## src/thr_ctl_cfg.svh

```systemverilog
// Build-time sizes for the thread control block
//   THR_N        number of hardware threads
//   TID_W        width of a thread id
//   PIPE_STAGES  issue pipeline stages after issue (E, M, W)

`ifndef THR_CTL_CFG_SVH
`define THR_CTL_CFG_SVH

// Four threads in the core
`define THR_N 4

// Must satisfy 2**TID_W == THR_N since the round-robin pointer wraps naturally
`define TID_W 2

// E, M and W
`define PIPE_STAGES 3

`endif
```

## src/ll_unit_pkg.sv

```systemverilog
// Long-latency unit selection
//   LL_UNIT_N  number of long-latency units
//   ll_unit_e  opcode that picks a unit

`default_nettype none

package ll_unit_pkg;

   // One unit each for multiply, divide and floating point
   localparam int LL_UNIT_N = 3;

   // Encoding also serves as the index into per-unit vectors
   typedef enum logic [1:0] {
      LL_MUL = 2'd0,
      LL_DIV = 2'd1,
      LL_FP  = 2'd2
   } ll_unit_e;

endpackage

`default_nettype wire

```

## src/thr_state_pkg.sv

```systemverilog
// Thread scheduling state encoding
//   thr_state_e  state of one per-thread FSM

`default_nettype none

package thr_state_pkg;

   // WAIT holds the thread off the issue slot until all masks clear.
   // SPEC_RDY and SPEC_RUN mark a thread woken early by a long-latency completion
   typedef enum logic [2:0] {
      THR_WAIT     = 3'd0,
      THR_RDY      = 3'd1,
      THR_SPEC_RDY = 3'd2,
      THR_RUN      = 3'd3,
      THR_SPEC_RUN = 3'd4
   } thr_state_e;

endpackage

`default_nettype wire

```

## src/thr_ctl_top.sv

```systemverilog
// Thread control top level
//   Wait-mask tracker feeding the per-thread scheduler
//   Issue pipeline for uncorrectable fetch errors
//   State checker watching masks, states and unit ownership

`timescale 1ns/1ps
`default_nettype none
`include "thr_ctl_cfg.svh"

module thr_ctl_top (
   input  logic                                   clk,
   input  logic                                   rst_l,
   input  logic [`THR_N-1:0]                      imiss_set,
   input  logic [`THR_N-1:0]                      imiss_clr,
   input  logic [`THR_N-1:0]                      stb_set,
   input  logic [`THR_N-1:0]                      stb_clr,
   input  logic [`THR_N-1:0]                      flush,
   input  logic                                   ll_issue,
   input  ll_unit_pkg::ll_unit_e                  ll_unit,
   input  logic [`TID_W-1:0]                      ll_tid,
   input  logic [ll_unit_pkg::LL_UNIT_N-1:0]      ll_done,
   input  logic                                   fetch_ue,
   output logic [`THR_N-1:0]                      wm_imiss,
   output logic [`THR_N-1:0]                      wm_other,
   output logic [`THR_N-1:0]                      wm_stbwait,
   output thr_state_pkg::thr_state_e [`THR_N-1:0] thr_state,
   output logic                                   issue_valid,
   output logic [`TID_W-1:0]                      issue_tid,
   output logic [`THR_N-1:0]                      chk_err_wait,
   output logic [`THR_N-1:0]                      chk_err_run,
   output logic [`THR_N-1:0]                      chk_err_sync
);

   logic [`THR_N-1:0] wm_any_nxt;
   logic [`THR_N-1:0] ll_clr_nxt;
   logic [`THR_N-1:0] unit_busy;
   logic [`THR_N-1:0] ue_e;
   logic [`THR_N-1:0] ue_m;
   logic [`THR_N-1:0] ue_w;

   thr_wait_mask u_wait_mask (
      .clk        (clk),
      .rst_l      (rst_l),
      .imiss_set  (imiss_set),
      .imiss_clr  (imiss_clr),
      .stb_set    (stb_set),
      .stb_clr    (stb_clr),
      .flush      (flush),
      .ll_issue   (ll_issue),
      .ll_unit    (ll_unit),
      .ll_tid     (ll_tid),
      .ll_done    (ll_done),
      .wm_imiss   (wm_imiss),
      .wm_other   (wm_other),
      .wm_stbwait (wm_stbwait),
      .wm_any_nxt (wm_any_nxt),
      .ll_clr_nxt (ll_clr_nxt),
      .unit_busy  (unit_busy)
   );

   // Scheduler sees next-cycle masks so state and masks update together
   thr_sched_fsm u_sched_fsm (
      .clk         (clk),
      .rst_l       (rst_l),
      .wm_any_nxt  (wm_any_nxt),
      .ll_clr_nxt  (ll_clr_nxt),
      .thr_state   (thr_state),
      .issue_valid (issue_valid),
      .issue_tid   (issue_tid)
   );

   thr_issue_pipe u_issue_pipe (
      .clk         (clk),
      .rst_l       (rst_l),
      .issue_valid (issue_valid),
      .issue_tid   (issue_tid),
      .fetch_ue    (fetch_ue),
      .ue_e        (ue_e),
      .ue_m        (ue_m),
      .ue_w        (ue_w)
   );

   thr_state_check u_state_check (
      .clk          (clk),
      .rst_l        (rst_l),
      .thr_state    (thr_state),
      .wm_imiss     (wm_imiss),
      .wm_other     (wm_other),
      .wm_stbwait   (wm_stbwait),
      .unit_busy    (unit_busy),
      .ue_e         (ue_e),
      .ue_m         (ue_m),
      .ue_w         (ue_w),
      .chk_err_wait (chk_err_wait),
      .chk_err_run  (chk_err_run),
      .chk_err_sync (chk_err_sync)
   );

endmodule

`default_nettype wire

```

## src/thr_state_check.sv

```systemverilog
// Thread state checker
//   Compares each thread's FSM state with its wait masks
//   Flags long-latency units busy for a thread whose wm_other is clear
//   Sticky per-thread error flags, cleared only by reset

`timescale 1ns/1ps
`default_nettype none
`include "thr_ctl_cfg.svh"

module thr_state_check (
   input  logic                                   clk,
   input  logic                                   rst_l,
   input  thr_state_pkg::thr_state_e [`THR_N-1:0] thr_state,
   input  logic [`THR_N-1:0]                      wm_imiss,
   input  logic [`THR_N-1:0]                      wm_other,
   input  logic [`THR_N-1:0]                      wm_stbwait,
   input  logic [`THR_N-1:0]                      unit_busy,
   input  logic [`THR_N-1:0]                      ue_e,
   input  logic [`THR_N-1:0]                      ue_m,
   input  logic [`THR_N-1:0]                      ue_w,
   output logic [`THR_N-1:0]                      chk_err_wait,
   output logic [`THR_N-1:0]                      chk_err_run,
   output logic [`THR_N-1:0]                      chk_err_sync
);

   logic [`THR_N-1:0] any_mask;
   logic [`THR_N-1:0] ue_fly;
   logic [`THR_N-1:0] in_wait;
   logic [`THR_N-1:0] bad_wait;
   logic [`THR_N-1:0] bad_run;
   logic [`THR_N-1:0] bad_sync;

   assign any_mask = wm_imiss | wm_other | wm_stbwait;

   // A fetch error anywhere in E, M or W may leave masks legally inconsistent
   assign ue_fly = ue_e | ue_m | ue_w;

   always_comb
   begin
      for (int t = 0; t < `THR_N; t++)
         in_wait[t] = (thr_state[t] == thr_state_pkg::THR_WAIT);
   end

   // Every non-WAIT state is schedulable
   assign bad_wait = in_wait & ~any_mask;
   assign bad_run  = ~in_wait & any_mask & ~ue_fly;
   assign bad_sync = unit_busy & ~wm_other & ~ue_fly;

   always_ff @(posedge clk)
   begin
      if (rst_l)
      begin
         chk_err_wait <= '0;
         chk_err_run  <= '0;
         chk_err_sync <= '0;
      end
      else
      begin
         chk_err_wait <= chk_err_wait | bad_wait;
         chk_err_run  <= chk_err_run | bad_run;
         chk_err_sync <= chk_err_sync | bad_sync;
      end
   end

endmodule

`default_nettype wire

```

## src/thr_issue_pipe.sv

```systemverilog
// Issue pipeline
//   Decodes an uncorrectable fetch error on the issued thread to one-hot
//   Carries it through the E, M and W stages

`timescale 1ns/1ps
`default_nettype none
`include "thr_ctl_cfg.svh"

module thr_issue_pipe (
   input  logic                 clk,
   input  logic                 rst_l,
   input  logic                 issue_valid,
   input  logic [`TID_W-1:0]    issue_tid,
   input  logic                 fetch_ue,
   output logic [`THR_N-1:0]    ue_e,
   output logic [`THR_N-1:0]    ue_m,
   output logic [`THR_N-1:0]    ue_w
);

   logic [`THR_N-1:0] ue_d;
   logic [`THR_N-1:0] ue_q [`PIPE_STAGES];

   always_comb
   begin
      ue_d = '0;
      if (issue_valid && fetch_ue)
         ue_d[issue_tid] = 1'b1;
   end

   always_ff @(posedge clk)
   begin
      if (rst_l)
      begin
         for (int s = 0; s < `PIPE_STAGES; s++)
            ue_q[s] <= '0;
      end
      else
      begin
         ue_q[0] <= ue_d;
         for (int s = 1; s < `PIPE_STAGES; s++)
            ue_q[s] <= ue_q[s-1];
      end
   end

   assign ue_e = ue_q[0];
   assign ue_m = ue_q[1];
   assign ue_w = ue_q[`PIPE_STAGES-1];

endmodule

`default_nettype wire

```

## src/thr_sched_fsm.sv

```systemverilog
// Thread scheduler
//   One five-state FSM per thread driven by next-cycle wait masks
//   Round-robin selection of one schedulable thread per cycle
//   Registered issue_valid and issue_tid

`timescale 1ns/1ps
`default_nettype none
`include "thr_ctl_cfg.svh"

module thr_sched_fsm (
   input  logic                                   clk,
   input  logic                                   rst_l,
   input  logic [`THR_N-1:0]                      wm_any_nxt,
   input  logic [`THR_N-1:0]                      ll_clr_nxt,
   output thr_state_pkg::thr_state_e [`THR_N-1:0] thr_state,
   output logic                                   issue_valid,
   output logic [`TID_W-1:0]                      issue_tid
);

   thr_state_pkg::thr_state_e [`THR_N-1:0] state_nxt;

   logic [`THR_N-1:0] cand;
   logic              pick_vld;
   logic [`TID_W-1:0] pick_tid;
   logic [`TID_W-1:0] idx;

   // A thread can be picked if it is schedulable now and stays unmasked
   always_comb
   begin
      for (int t = 0; t < `THR_N; t++)
         cand[t] = (thr_state[t] != thr_state_pkg::THR_WAIT) && !wm_any_nxt[t];
   end

   // Search starts right after the last issued thread.
   // The index wraps on its own because THR_N fills the id width
   always_comb
   begin
      pick_vld = 1'b0;
      pick_tid = issue_tid;
      idx      = issue_tid;
      for (int k = 0; k < `THR_N; k++)
      begin
         idx = idx + 1'b1;
         if (!pick_vld && cand[idx])
         begin
            pick_vld = 1'b1;
            pick_tid = idx;
         end
      end
   end

   always_comb
   begin
      for (int t = 0; t < `THR_N; t++)
      begin
         if (wm_any_nxt[t])
         begin
            state_nxt[t] = thr_state_pkg::THR_WAIT;
         end
         else if (thr_state[t] == thr_state_pkg::THR_WAIT)
         begin
            // Woken threads need one cycle in a ready state before issue
            state_nxt[t] = ll_clr_nxt[t] ? thr_state_pkg::THR_SPEC_RDY :
                                           thr_state_pkg::THR_RDY;
         end
         else if (pick_vld && pick_tid == `TID_W'(t))
         begin
            state_nxt[t] = (thr_state[t] == thr_state_pkg::THR_SPEC_RDY) ?
                           thr_state_pkg::THR_SPEC_RUN : thr_state_pkg::THR_RUN;
         end
         else
         begin
            // Losing the arbitration drops speculation as well
            state_nxt[t] = thr_state_pkg::THR_RDY;
         end
      end
   end

   always_ff @(posedge clk)
   begin
      if (rst_l)
      begin
         for (int t = 0; t < `THR_N; t++)
            thr_state[t] <= thr_state_pkg::THR_RDY;
         issue_valid <= 1'b0;
         // Points at the last thread so thread 0 goes first
         issue_tid   <= `TID_W'(`THR_N - 1);
      end
      else
      begin
         thr_state   <= state_nxt;
         issue_valid <= pick_vld;
         if (pick_vld)
            issue_tid <= pick_tid;
      end
   end

endmodule

`default_nettype wire

```

## src/thr_wait_mask.sv

```systemverilog
// Wait-mask tracker
//   Per-thread imiss, store-buffer and long-latency wait masks
//   Busy bit and owner id for each long-latency unit
//   Next-cycle mask OR and long-latency wakeup for the scheduler

`timescale 1ns/1ps
`default_nettype none
`include "thr_ctl_cfg.svh"

module thr_wait_mask (
   input  logic                              clk,
   input  logic                              rst_l,
   input  logic [`THR_N-1:0]                 imiss_set,
   input  logic [`THR_N-1:0]                 imiss_clr,
   input  logic [`THR_N-1:0]                 stb_set,
   input  logic [`THR_N-1:0]                 stb_clr,
   input  logic [`THR_N-1:0]                 flush,
   input  logic                              ll_issue,
   input  ll_unit_pkg::ll_unit_e             ll_unit,
   input  logic [`TID_W-1:0]                 ll_tid,
   input  logic [ll_unit_pkg::LL_UNIT_N-1:0] ll_done,
   output logic [`THR_N-1:0]                 wm_imiss,
   output logic [`THR_N-1:0]                 wm_other,
   output logic [`THR_N-1:0]                 wm_stbwait,
   output logic [`THR_N-1:0]                 wm_any_nxt,
   output logic [`THR_N-1:0]                 ll_clr_nxt,
   output logic [`THR_N-1:0]                 unit_busy
);

   localparam int UNITS = ll_unit_pkg::LL_UNIT_N;

   logic [UNITS-1:0]  busy_q;
   logic [`TID_W-1:0] owner_q [UNITS];
   logic [UNITS-1:0]  busy_nxt;
   logic [`TID_W-1:0] owner_nxt [UNITS];
   logic              issue_acc;
   logic [`THR_N-1:0] other_set;
   logic [`THR_N-1:0] other_clr;
   logic [`THR_N-1:0] done_hit;
   logic [`THR_N-1:0] own_nxt;
   logic [`THR_N-1:0] imiss_nxt;
   logic [`THR_N-1:0] stb_nxt;
   logic [`THR_N-1:0] other_nxt;

   // An issue to a unit that is still working is dropped
   assign issue_acc = ll_issue && (int'(ll_unit) < UNITS) && !busy_q[ll_unit];

   always_comb
   begin
      busy_nxt = busy_q;
      for (int u = 0; u < UNITS; u++)
      begin
         owner_nxt[u] = owner_q[u];
         if (ll_done[u])
            busy_nxt[u] = 1'b0;
         if (issue_acc && int'(ll_unit) == u)
         begin
            busy_nxt[u]  = 1'b1;
            owner_nxt[u] = ll_tid;
         end
      end
   end

   // Ownership seen per thread, now and after this edge
   always_comb
   begin
      for (int t = 0; t < `THR_N; t++)
      begin
         unit_busy[t] = 1'b0;
         done_hit[t]  = 1'b0;
         own_nxt[t]   = 1'b0;
         other_set[t] = issue_acc && (ll_tid == `TID_W'(t));
         for (int u = 0; u < UNITS; u++)
         begin
            if (busy_q[u] && owner_q[u] == `TID_W'(t))
            begin
               unit_busy[t] = 1'b1;
               if (ll_done[u])
                  done_hit[t] = 1'b1;
            end
            if (busy_nxt[u] && owner_nxt[u] == `TID_W'(t))
               own_nxt[t] = 1'b1;
         end
      end
   end

   // The long-latency mask drops only when the thread's last unit completes
   assign other_clr = done_hit & ~own_nxt;

   // Flush wins over set, set wins over clear
   assign imiss_nxt = ~flush & (imiss_set | (wm_imiss & ~imiss_clr));
   assign stb_nxt   = ~flush & (stb_set | (wm_stbwait & ~stb_clr));
   assign other_nxt = ~flush & (other_set | (wm_other & ~other_clr));

   assign wm_any_nxt = imiss_nxt | stb_nxt | other_nxt;

   // Thread wakes because of a completion, so it may run speculatively
   assign ll_clr_nxt = other_clr & wm_other & ~flush & ~wm_any_nxt;

   always_ff @(posedge clk)
   begin
      if (rst_l)
      begin
         wm_imiss   <= '0;
         wm_other   <= '0;
         wm_stbwait <= '0;
         busy_q     <= '0;
      end
      else
      begin
         wm_imiss   <= imiss_nxt;
         wm_other   <= other_nxt;
         wm_stbwait <= stb_nxt;
         busy_q     <= busy_nxt;
      end
   end

   // Owner id is only meaningful while the busy bit is set
   always_ff @(posedge clk)
   begin
      for (int u = 0; u < UNITS; u++)
         owner_q[u] <= owner_nxt[u];
   end

endmodule

`default_nettype wire

```

## config.mk

```make
export PLATFORM = sky130hd
export DESIGN_NAME = thr_ctl_top
export DESIGN_NICKNAME = d
export VERILOG_FILES = /design/src/ll_unit_pkg.sv /design/src/thr_state_pkg.sv /design/src/thr_ctl_top.sv /design/src/thr_state_check.sv /design/src/thr_issue_pipe.sv /design/src/thr_sched_fsm.sv /design/src/thr_wait_mask.sv
export VERILOG_INCLUDE_DIRS = /design/src
export SDC_FILE = /design/constraint.sdc
export NUM_CORES = 1
export LEC_CHECK = 0
export BUFFER_PORTS_ARGS = -buffer_cell sky130_fd_sc_hd__buf_2
export CAP_MARGIN = 10
export CORE_MARGIN = 1
export CORE_UTILIZATION = 43
export CTS_CLUSTER_DIAMETER = 50
export CTS_CLUSTER_SIZE = 24
export DETAILED_ROUTE_END_ITERATION = 7
export PLACE_DENSITY_LB_ADDON = 0.05
export SYNTH_ARGS = -nofsm -noshare
export SYNTH_HDL_FRONTEND = slang
export SYNTH_SLANG_ARGS = --single-unit
```

## constraint.sdc

```tcl
create_clock -name clk -period 5.7 [get_ports clk]
set_input_delay 0.285 -clock clk [delete_from_list [all_inputs] [get_ports clk]]
set_output_delay 0.285 -clock clk [all_outputs]
set_load 0.01 [all_outputs]
```

==> metrics.cfg <==
[outcome]
outcome=completed

[floorplan]
core-area_sq_um=6869
rows=30
die_area_sq_um=7503
ioPinCount=70
start_util_pct=44.83
die_h_um=86.62
die_w_um=86.62

[synthesis]
syn_nets=388
ys_seq_area_share_pct=39.01
synth.area.top_cells=dfxtp_1 39%, nor2_1 5.6%, a21oi_1 4.2%
synth_enable_flop_cells=0
synth_top_family_by_area=simple AND/OR/NAND/NOR gates
mappedNetlistArea_sq_um=3079
synth.distinct_cells=65
synth_fa_ha_area_share_pct=1.625
synth_ff_type=dfxtp_1
synth-simple-area-share_pct=28.48
yosys.area.top_type_share_pct=39.01
yosysWarnings=0
synthMuxAreaShare_pct=2.926
async_flop_share_pct=0
ys_seq_elements=60
synth_top_area_cell=dfxtp_1
synth_compound_area_share_pct=24.30
avgSynthCellArea_sq_um=8.723
syn_inst=353
synth-xor-area-share_pct=0

[grt]
grt_pass1_wl_um=12910
grt_max_degree=46
antenna_found_initial=0
first_global_vias=2650
grt_usage_pct=23.15
overflow=0

[power_and_ir_drop]
peakVddDrop_v=0.0001813
leakagePower_uw=0.001536
comb_power_share_pct=28.6
p_int_uw=833.4
p_seq_share_pct=40.2
clkPwrFrac_pct=31.2
power.switching_uw=451.4
switching_share_pct=35.13
power_density_nw_per_um2=348.1

[clock_tree]
postCtsSetupRepairBufs=0
ctsHoldBuffers=0
cts-root-buf=clkbuf_8
numCtsBuffers=9
cts_tree=yes
clk_latency_ns=0.36
cts-resized-gates=0
h-tree-depth=3
clkSinkCount=60
cts_buffer_depth=2
clk_pin_slew_worst_paths_ns=0.07

[setup_path]
cp.depth=9
required_ns=5.92
cp_max_fo=11
crit_path_cell_trace=nand2_1 -> or3_1 -> a2111o_1 -> o21ai_4 -> or2_4 -> a311oi_1 -> o32a_2 -> a21oi_2 -> a41oi_1
timing.rr.start=u_wait_mask.busy_q[0]$_SDFF_PP0_
critPathTopFamily=compound AO/OA/AOI/OAI gates
cp_num_buf_inv=0
worst_r2r_endpoint=u_sched_fsm.thr_state[0]$_SDFF_PP1_
crit_type=register to register
r2r_slack_ns=2.86
crit_start=u_wait_mask.busy_q[0]$_SDFF_PP0_
critPathCaptureType=register
arrival_ns=3.06
r2r_cells=9
cp-start-kind=register
critPathMaxStageDelay_ns=0.56
cp_slowest_cell=dfxtp_1

[hold_path]
hp-class=input port to register
min_from=imiss_set[1]
min_path_cells=2
holdPathEnd=u_wait_mask.wm_imiss[1]$_SDFF_PP0_

[timing]
post-route-period-util_pct=49.77
slew-limit-headroom_pct=43.88
tightest_slew_ns=0.8419
timing.setup.tns_ns=0
rsz0062_at_grt=false
maxSlewViolCount=0
finalWorstSetupSlack_ns=2.863
finalCriticalPeriod_ns=2.837
setup_violations=0
hold_viol_final=0
max_freq_mhz=352.5
finClkSkew_ns=0.007216

[placement]
gp_congestion=0.8871
port_buffers=69
place_ws_ns=2.893
numPlacedInstances=506
dp_hpwl_um=6004
placed_cell_area_sq_um=3488

[cells_and_area]
nets=456
insertedDiodeCount=0
fill_cells=688
fin_area_sq_um=3691
reg_top3=u_issue_pipe.ue_q (12), u_sched_fsm.thr_state (12), u_wait_mask.owner_q (6)
instances_no_fill=522
syn_to_final_growth_pct=19.87
layout-drive-gt1-share_pct=27.00

[route]
drc=0
first_iter_violations=148
vias_per_cell=5.556
route.vias.total=2900
wl_per_cell_um=15.68
first_pass_iters=4
finalWirelength_um=8187
ant_nets=0

[job]
maxCapViolations=0

-- metrics by stage --
stage	power (uW)	util, %	hold WS (ns)
5_1_grt	1358	53.73	0.1540
3_3_place_gp	887.4	50.78	0.4424
6_report	1285	53.73	0.1569
3_5_place_dp	889.2	50.78	0.4516
4_1_cts	1294	53.73	0.1472
2_1_floorplan	784.6	-	0.3618
-- cell families after synthesis --
| kind of cell | count (synthesis) |
|---|---|
| AND/OR/NAND/NOR | 164 |
| AO/OA/AOI/OAI | 91 |
| flip-flops | 60 |
| buffers and inverters | 27 |
| multiplexers | 7 |
| adder cells (fa/ha/maj) | 4 |
-- cell usage after synthesis (3+ instances only) --
master and instances:
ha_1 4, buf_2 3, inv_1 14, or3_1 7
a31oi_1 3, nand3_1 14, nand2b_1 4, nor4_1 8
a32oi_1 6, o21a_1 3, o21ai_4 3, a21o_1 3
clkbuf_1 8, nand4_1 3, a21boi_0 3, and3b_1 3
nor2_1 46, nor3b_1 4, dfxtp_1 60, o21ai_1 3
nand2_1 19, a21oi_2 3, a41oi_1 3, nor2b_1 17
nor3_1 19, a21oi_1 26, o21ai_0 5, o211ai_1 3
mux2_2 5, and2_1 4
-- final cells by class --
| type | count | area (sq um) | area share [%] |
|---|---|---|---|
| timing repair buffer | 69 | 345.3 | 9.356 |
| multi-input combinational | 266 | 1765 | 47.83 |
| clock buffer | 12 | 155.1 | 4.203 |
| inverter | 15 | 56.30 | 1.525 |
| clock inverter | 4 | 47.55 | 1.288 |
| tap | 96 | 120.1 | 3.254 |
| sequential | 60 | 1201 | 32.54 |
-- layer usage --
| metal | part of all wire, % | track usage (%) | vias to the layer above |
|---|---|---|---|
| met2 | 45 | 36.00 | 96 |
| met4 | 2.0 | 10.91 | 0 |
| li1 | - | - | 1440 |
| met3 | 6.5 | 7.143 | 16 |
| met5 | 0 | 0 | - |
| met1 | 46 | 29.25 | 1348 |
-- power groups by stage --
stage / registers, uW / logic (uW) / clock network [uW]
floorplan: 520 / 265 / 0
global placement: 526 / 362 / 0
detailed placement: 525 / 365 / 0
CTS: 515 / 368 / 411
global route: 523 / 404 / 432
finish: 516 / 368 / 401
-- cells in the final DEF, fill, tap and decap left out, types with 4 or more instances in the layout --
cell type and count:
a32oi_1 6, nor2b_1 17, clkbuf_8 11, inv_1 14
mux2_2 5, nor3_1 19, and2_1 4, nor4_1 8
o21ai_0 5, dfxtp_1 60, a21oi_1 26, nand3_1 14
ha_1 4, nand2_1 19, nor3b_1 4, buf_2 69
nand2b_1 4, nor2_1 46, or3_1 7
-- how the worst max path moves through the flow --
| stage | slack [ns] | endpoint |
|---|---|---|
| 2_1_floorplan | 3.23 | u_sched_fsm.thr_state[6]$_SDFF_PP1_ |
| 3_3_place_gp | 2.86 | u_sched_fsm.thr_state[10]$_SDFF_PP0_ |
| 3_5_place_dp | 2.89 | u_sched_fsm.thr_state[0]$_SDFF_PP1_ |
| 4_1_cts | 2.86 | u_sched_fsm.thr_state[0]$_SDFF_PP1_ |
| 5_1_grt | 2.62 | u_sched_fsm.thr_state[0]$_SDFF_PP1_ |
| 6_report | 2.86 | u_sched_fsm.thr_state[0]$_SDFF_PP1_ |
Power figures use the tool's default switching activity.
